--- config.mk ---
export PLATFORM = sky130hd
export DESIGN_NAME = pixel_filter_top
export DESIGN_NICKNAME = d
export VERILOG_FILES = /design/src/source/pixel_filter_pkg.sv /design/src/source/pixel_capture.sv /design/src/source/point_op_unit.sv /design/src/source/rgb444_output.sv /design/src/source/pixel_filter_top.sv
export VERILOG_INCLUDE_DIRS = /design/src /design/src/source
export SDC_FILE = /design/constraint.sdc
export NUM_CORES = 1
export LEC_CHECK = 0
export ABC_AREA = 1
export BUFFER_PORTS_ARGS = -buffer_cell sky130_fd_sc_hd__buf_2
export CORE_UTILIZATION = 46
export CTS_BUF_LIST = sky130_fd_sc_hd__clkbuf_4 sky130_fd_sc_hd__clkbuf_8
export DETAILED_ROUTE_END_ITERATION = 10
export PLACE_DENSITY = 0.66
export SYNTH_ARGS = -nofsm -noshare
export SYNTH_HDL_FRONTEND = slang
export SYNTH_SLANG_ARGS = --single-unit
--- constraint.sdc ---
create_clock -name clock -period 10.8 [get_ports clock]
set_clock_uncertainty 0.15 [all_clocks]
set_input_delay 0.54 -clock clock [delete_from_list [all_inputs] [get_ports clock]]
set_output_delay 0.54 -clock clock [all_outputs]
set_load 0.02 [all_outputs]
--- src/source/pixel_filter_config.svh ---
`ifndef PIXEL_FILTER_CONFIG_SVH
`define PIXEL_FILTER_CONFIG_SVH

////////////////////////////////////////
// stream widths
////////////////////////////////////////

// one colour channel of the incoming 24-bit pixel
`define PF_CHAN_W 8

// one channel of the RGB444 output
`define PF_OUT_W 4

// filter select code
`define PF_SEL_W 4

// step used by brighten, darken and the channel cuts
`define PF_BRIGHT_STEP 8

`endif

--- src/source/pixel_filter_pkg.sv ---
`include "pixel_filter_config.svh"

package pixel_filter_pkg;

   ////////////////////////////////////////
   // channel types
   ////////////////////////////////////////

   // one input colour channel
   typedef logic [`PF_CHAN_W-1:0] chan_t;

   // one output channel after reduction
   typedef logic [`PF_OUT_W-1:0] out_chan_t;

   ////////////////////////////////////////
   // filter opcodes
   ////////////////////////////////////////

   // codes 8 to 15 carry no name and act as passthrough
   typedef enum logic [`PF_SEL_W-1:0] {
      // luma approximation on all three channels
      OP_GRAY      = 0,
      // add step with clamp at full scale
      OP_BRIGHTEN  = 1,
      // subtract step with floor at zero
      OP_DARKEN    = 2,
      // full scale minus channel
      OP_INVERT    = 3,
      // darken red only
      OP_CUT_RED   = 4,
      // darken blue only
      OP_CUT_BLUE  = 5,
      // darken green only
      OP_CUT_GREEN = 6,
      // copy pixel unchanged
      OP_PASS      = 7
   } filter_op_e;

endpackage

--- src/source/pixel_capture.sv ---
`timescale 1ns/1ps

`include "pixel_filter_config.svh"

module pixel_capture (
   input  logic                         clock,
   input  logic                         reset,
   input  logic [`PF_SEL_W-1:0]         sel_i,
   input  logic                         active_i,
   input  pixel_filter_pkg::chan_t      red_i,
   input  pixel_filter_pkg::chan_t      green_i,
   input  pixel_filter_pkg::chan_t      blue_i,
   output pixel_filter_pkg::chan_t      red_o,
   output pixel_filter_pkg::chan_t      green_o,
   output pixel_filter_pkg::chan_t      blue_o,
   output pixel_filter_pkg::filter_op_e op_o,
   output logic                         active_o
);
   import pixel_filter_pkg::*;

   logic strobe;

   ////////////////////////////////////////
   // pixel strobe at half clock rate
   ////////////////////////////////////////

   // held high in reset so the first edge after release captures
   always_ff @(posedge clock) begin
      if (reset) begin
         strobe <= 1'b1;
      end else begin
         strobe <= ~strobe;
      end
   end

   ////////////////////////////////////////
   // capture registers
   ////////////////////////////////////////

   // control state
   always_ff @(posedge clock) begin
      if (reset) begin
         op_o     <= OP_PASS;
         active_o <= 1'b0;
      end else if (strobe) begin
         op_o     <= filter_op_e'(sel_i);
         active_o <= active_i;
      end
   end

   // pixel payload
   always_ff @(posedge clock) begin
      if (strobe) begin
         red_o   <= red_i;
         green_o <= green_i;
         blue_o  <= blue_i;
      end
   end

   // strobe must alternate once running
   a_strobe_alternates : assert property (
      @(posedge clock) disable iff (reset)
      (!reset && strobe) |=> !strobe
   );

endmodule

--- src/source/point_op_unit.sv ---
`timescale 1ns/1ps

`include "pixel_filter_config.svh"

module point_op_unit (
   input  logic                         clock,
   input  logic                         reset,
   input  pixel_filter_pkg::chan_t      red_i,
   input  pixel_filter_pkg::chan_t      green_i,
   input  pixel_filter_pkg::chan_t      blue_i,
   input  pixel_filter_pkg::filter_op_e op_i,
   input  logic                         active_i,
   output pixel_filter_pkg::chan_t      red_o,
   output pixel_filter_pkg::chan_t      green_o,
   output pixel_filter_pkg::chan_t      blue_o,
   output logic                         active_o
);
   import pixel_filter_pkg::*;

   chan_t luma;
   chan_t red_n;
   chan_t green_n;
   chan_t blue_n;

   ////////////////////////////////////////
   // saturating helpers
   ////////////////////////////////////////

   // add step and clamp at full scale
   function automatic chan_t sat_add(input chan_t c);
      logic [`PF_CHAN_W:0] sum;
      sum = {1'b0, c} + (`PF_CHAN_W+1)'(`PF_BRIGHT_STEP);
      if (sum[`PF_CHAN_W]) begin
         return '1;
      end
      return sum[`PF_CHAN_W-1:0];
   endfunction

   // subtract step with floor at zero
   function automatic chan_t sat_sub(input chan_t c);
      chan_t step;
      step = chan_t'(`PF_BRIGHT_STEP);
      if (c < step) begin
         return '0;
      end
      return c - step;
   endfunction

   ////////////////////////////////////////
   // luma approximation
   ////////////////////////////////////////

   // roughly 0.28 r + 0.56 g + 0.09 b, never exceeds 234
   always_comb begin
      luma = (red_i >> 2) + (red_i >> 5)
           + (green_i >> 1) + (green_i >> 4)
           + (blue_i >> 4) + (blue_i >> 5);
   end

   ////////////////////////////////////////
   // operation select
   ////////////////////////////////////////

   always_comb begin
      // passthrough unless an opcode says otherwise
      red_n   = red_i;
      green_n = green_i;
      blue_n  = blue_i;
      case (op_i)
         OP_GRAY: begin
            red_n   = luma;
            green_n = luma;
            blue_n  = luma;
         end
         OP_BRIGHTEN: begin
            red_n   = sat_add(red_i);
            green_n = sat_add(green_i);
            blue_n  = sat_add(blue_i);
         end
         OP_DARKEN: begin
            red_n   = sat_sub(red_i);
            green_n = sat_sub(green_i);
            blue_n  = sat_sub(blue_i);
         end
         OP_INVERT: begin
            red_n   = ~red_i;
            green_n = ~green_i;
            blue_n  = ~blue_i;
         end
         OP_CUT_RED: begin
            red_n = sat_sub(red_i);
         end
         OP_CUT_BLUE: begin
            blue_n = sat_sub(blue_i);
         end
         OP_CUT_GREEN: begin
            green_n = sat_sub(green_i);
         end
         default: begin
            // OP_PASS and the unnamed codes 8 to 15
            red_n   = red_i;
            green_n = green_i;
            blue_n  = blue_i;
         end
      endcase
   end

   ////////////////////////////////////////
   // result registers
   ////////////////////////////////////////

   always_ff @(posedge clock) begin
      if (reset) begin
         active_o <= 1'b0;
      end else begin
         active_o <= active_i;
      end
   end

   always_ff @(posedge clock) begin
      red_o   <= red_n;
      green_o <= green_n;
      blue_o  <= blue_n;
   end

   // brighten never lowers a channel, clamp included
   a_brighten_monotonic : assert property (
      @(posedge clock) disable iff (reset)
      (active_i && op_i == OP_BRIGHTEN) |=>
         (red_o >= $past(red_i)) &&
         (green_o >= $past(green_i)) &&
         (blue_o >= $past(blue_i))
   );

endmodule

--- src/source/rgb444_output.sv ---
`timescale 1ns/1ps

`include "pixel_filter_config.svh"

module rgb444_output (
   input  logic                        clock,
   input  logic                        reset,
   input  pixel_filter_pkg::chan_t     red_i,
   input  pixel_filter_pkg::chan_t     green_i,
   input  pixel_filter_pkg::chan_t     blue_i,
   input  logic                        active_i,
   output pixel_filter_pkg::out_chan_t red_o,
   output pixel_filter_pkg::out_chan_t green_o,
   output pixel_filter_pkg::out_chan_t blue_o
);
   import pixel_filter_pkg::*;

   out_chan_t red_n;
   out_chan_t green_n;
   out_chan_t blue_n;

   ////////////////////////////////////////
   // channel reduction
   ////////////////////////////////////////

   // keep the upper nibble of each channel
   always_comb begin
      red_n   = red_i[`PF_CHAN_W-1 -: `PF_OUT_W];
      green_n = green_i[`PF_CHAN_W-1 -: `PF_OUT_W];
      blue_n  = blue_i[`PF_CHAN_W-1 -: `PF_OUT_W];
   end

   ////////////////////////////////////////
   // output register with blanking
   ////////////////////////////////////////

   // black during blanking and under reset
   always_ff @(posedge clock) begin
      if (reset || !active_i) begin
         red_o   <= '0;
         green_o <= '0;
         blue_o  <= '0;
      end else begin
         red_o   <= red_n;
         green_o <= green_n;
         blue_o  <= blue_n;
      end
   end

   // blanked pixel shows black on the next cycle
   a_blank_is_black : assert property (
      @(posedge clock)
      !active_i |=> (red_o == '0) && (green_o == '0) && (blue_o == '0)
   );

endmodule

--- src/source/pixel_filter_top.sv ---
`timescale 1ns/1ps

`include "pixel_filter_config.svh"

module pixel_filter_top (
   input  logic                        clock,
   input  logic                        reset,
   input  logic [`PF_SEL_W-1:0]        sel_i,
   input  logic                        active_i,
   input  pixel_filter_pkg::chan_t     red_i,
   input  pixel_filter_pkg::chan_t     green_i,
   input  pixel_filter_pkg::chan_t     blue_i,
   output pixel_filter_pkg::out_chan_t red_o,
   output pixel_filter_pkg::out_chan_t green_o,
   output pixel_filter_pkg::out_chan_t blue_o
);

   // capture to point operation
   pixel_filter_pkg::chan_t      cap_red;
   pixel_filter_pkg::chan_t      cap_green;
   pixel_filter_pkg::chan_t      cap_blue;
   pixel_filter_pkg::filter_op_e cap_op;
   logic                         cap_active;

   // point operation to output
   pixel_filter_pkg::chan_t      res_red;
   pixel_filter_pkg::chan_t      res_green;
   pixel_filter_pkg::chan_t      res_blue;
   logic                         res_active;

   pixel_capture u_capture (
      .clock    (clock),
      .reset    (reset),
      .sel_i    (sel_i),
      .active_i (active_i),
      .red_i    (red_i),
      .green_i  (green_i),
      .blue_i   (blue_i),
      .red_o    (cap_red),
      .green_o  (cap_green),
      .blue_o   (cap_blue),
      .op_o     (cap_op),
      .active_o (cap_active)
   );

   point_op_unit u_point_op (
      .clock    (clock),
      .reset    (reset),
      .red_i    (cap_red),
      .green_i  (cap_green),
      .blue_i   (cap_blue),
      .op_i     (cap_op),
      .active_i (cap_active),
      .red_o    (res_red),
      .green_o  (res_green),
      .blue_o   (res_blue),
      .active_o (res_active)
   );

   rgb444_output u_output (
      .clock    (clock),
      .reset    (reset),
      .red_i    (res_red),
      .green_i  (res_green),
      .blue_i   (res_blue),
      .active_i (res_active),
      .red_o    (red_o),
      .green_o  (green_o),
      .blue_o   (blue_o)
   );

endmodule

==> results.json <==
{
  "clock_sink_count": 49,
  "die_width_um": 83.3,
  "maxSlewHeadroom_pct": 33.9,
  "leakage_power_nw": 1.71,
  "layout_worst_path_cycle_share_pct": 39.5,
  "multi_input_comb_area_mm2": 0.00160,
  "gp_congestion": 0.915,
  "worst_hold_slack_ns": 0.247,
  "die_area_mm2": 0.00694,
  "clock_latency_ns": 0.31,
  "timing_worst_setup_path_type": "reg -> reg",
  "postSynthAreaPerCell_um2": 7.80,
  "final_setup_tns_ns": 0,
  "viasPerCell": 4.96,
  "area.growth.synth_to_final_pct": 10.9,
  "hold_viol": 0,
  "required_ns": 10.83,
  "seq_area_frac_synth_pct": 38.2,
  "clockBufferDepth": 2,
  "path_max_fanout": 12,
  "vias_in_the_first_global_route": 2360,
  "postCtsHoldBufs": 0,
  "worstHoldPathType": "in -> reg",
  "syn_area_mm2": 0.00304,
  "clock_share_of_power_pct": 21.0,
  "final_core_utilization_pct": 53.1,
  "chipHeight_um": 83.3,
  "root_buffer": "clkbuf_8",
  "drt-total-wl_um": 6020,
  "ff_latch_area_mm2": 0.00116,
  "status": "completed",
  "post-cts-setup-buffers": 0,
  "design_area_mm2": 0.00337,
  "fmax_mhz": 235,
  "mappedNetlistNets": 455,
  "critPathLaunchType": "flop",
  "worstMarginPinSlew_ns": 0.990,
  "yosys_warnings": 0,
  "grt_pass1_wl_um": 10600,
  "internal_power_uw": 337,
  "clk_pin_slew_ns": 0.09,
  "drive_above_1_share_pct": 12.4,
  "floorplan.io_pins": 43,
  "powerDensity_mw_per_mm2": 158,
  "detailedRoute.firstPassIterationCount": 4,
  "comb_power_share_pct": 37.2,
  "share_seq_of_total_power_pct": 41.8,
  "globalRouteTotalUtil_pct": 19.5,
  "ant_nets": 0,
  "cts-resized-gates": 0,
  "antenna_found_initial": 0,
  "place_hpwl_um": 4760,
  "ys_seq_elements": 49,
  "rsz0062_at_grt": "no",
  "ys_types": 29,
  "num_vias": 2506,
  "wl_per_cell_um": 11.9,
  "core_area_mm2": 0.00635,
  "fin_nets": 492,
  "place_area_mm2": 0.00328,
  "ctsHtreeMaxLevel": 2,
  "drv_slew": 0,
  "tritoncts.num_buffers": 5,
  "buffer_ports.inserted": 36,
  "clock_tree_from_tritoncts": "done",
  "final_period_minus_worst_setup_slack_ns": 4.26,
  "synthCells": 390,
  "drv_cap": 0,
  "initial_core_util_pct": 47.9,
  "fillers": 632,
  "setup-violations-final": 0,
  "starting_drc_count_in_detailed_routing": 177,
  "pin_count_of_the_biggest_net_entering_global_routing": 27,
  "rows": 29,
  "power.switching_fraction_pct": 36.8,
  "antennaDiodeCount": 0,
  "vdd_drop_max_uv": 117,
  "worst_setup_path_end_kind": "flop",
  "report.power.total_uw": 534,
  "grt_overflow": 0,
  "p_switching_uw": 196,
  "timing.critical_path.arrival_ns": 4.30,
  "drt_drc_violations_left": 0
}
layout by cell type, fill, tap and decap left out, types with 3 or more instances in the layout:
cell      instances
nand2_1          81
nor2_1           65
inv_1            61
buf_2            36
dfxtp_1          31
nand3_1          30
ha_1             23
edfxtp_1         18
fa_1             11
o21ai_0          10
o21ai_1           9
nand4_1           8
a21oi_1           8
xor2_1            7
clkbuf_8          5
xnor2_1           3
inv_2             3
o211ai_1          3
per-stage QoR:
stage	setup WS, ns	instances
6_report	6.54	505
5_1_grt	6.26	505
4_1_cts	6.54	505
3_5_place_dp	6.55	497
3_3_place_gp	6.58	497
2_1_floorplan	7.09	390
state kept, by name, summed over array words and instances (netlist names):
register and cells:
u_capture.blue_o 5, u_point_op.active_o 1, u_point_op.blue_o 4, u_output.red_o 4, u_point_op.green_o 4, u_point_op.red_o 4
u_output.green_o 4, u_capture.red_o 6, u_capture.strobe 1, u_capture.green_o 7, u_output.blue_o 4, u_capture.op_o 4
u_capture.active_o 1
cells by family after synthesis:
group / synth area share (%)
fa+ha+maj: 16.7
simple gates: 26.9
buf+inv: 9.22
compound gates: 6.09
xor+xnor: 2.88
flops: 38.2
final cells by class:
cell class / instances / area share, %
clock buffer: 6 / 2.26
clock inverter: 2 / 0.408
inverter: 65 / 7.27
multi-input combinational: 270 / 47.4
sequential: 49 / 34.4
tap: 77 / 2.86
timing repair buffer: 36 / 5.34
synth_stat cells:
library cell	n	share of area, %
o21ai_1	9	1.5
nand4_1	8	1.6
fa_1	11	7.2
ha_1	23	9.5
xor2_1	7	2.0
inv_1	61	7.5
dfxtp_1	31	20
o21ai_0	10	1.6
xnor2_1	3	0.86
and3_1	1	0.21
nand2_2	1	0.21
nand2_1	81	10
o22ai_1	2	0.41
a21o_1	1	0.25
buf_2	4	0.66
nor3_2	1	0.33
nand3b_1	2	0.49
clkbuf_1	1	0.12
buf_6	1	0.37
nor2_4	2	0.74
nand3_1	30	4.9
inv_2	3	0.37
nand3_2	1	0.33
edfxtp_1	18	18
o211ai_1	3	0.74
nor2_1	65	8.0
a211oi_1	1	0.25
a21oi_1	8	1.3
clkinv_2	1	0.16
power groups by stage:
stage | registers [mW] | clock network [mW] | logic (mW)
2_1_floorplan | 0.223 | 0 | 0.159
3_3_place_gp | 0.227 | 0 | 0.196
3_5_place_dp | 0.228 | 0 | 0.198
4_1_cts | 0.223 | 0.115 | 0.200
5_1_grt | 0.226 | 0.123 | 0.234
6_report | 0.223 | 0.112 | 0.199
per-layer routing:
layer / track usage, % / vias to the layer above / share of wire, %
met3: 3.98 / 14 / 5.6
met2: 32.1 / 69 / 46
li1: - / 1310 / -
met4: 8.78 / 0 / 2.4
met5: 0 / - / 0
met1: 24.7 / 1113 / 46
worst max-delay path, cell delays in order (launching register included):
cell and delay, ns:
edfxtp_1 0.63, ha_1 0.25, inv_1 0.06, fa_1 0.39
xnor2_1 0.20, fa_1 0.48, fa_1 0.55, fa_1 0.42
ha_1 0.31, nand2_1 0.09, inv_1 0.04, nand2_1 0.07
nand2_1 0.07, nand2_1 0.08, nand2_1 0.05, nand2_1 0.17
nand4_1 0.12
path summary, 6_finish.rpt:
path	from	depth (start not counted)	end	slack [ns]
max	u_capture.red_o[5]	16	u_point_op.red_o[5]	6.54
min	red_i[3]	1	u_capture.red_o[3]	0.25
max reg2reg	u_capture.red_o[5]	16	u_point_op.red_o[5]	6.54
min reg2reg	u_point_op.blue_o[6]	2	u_output.blue_o[2]	0.26
Power figures use the tool's default switching activity.
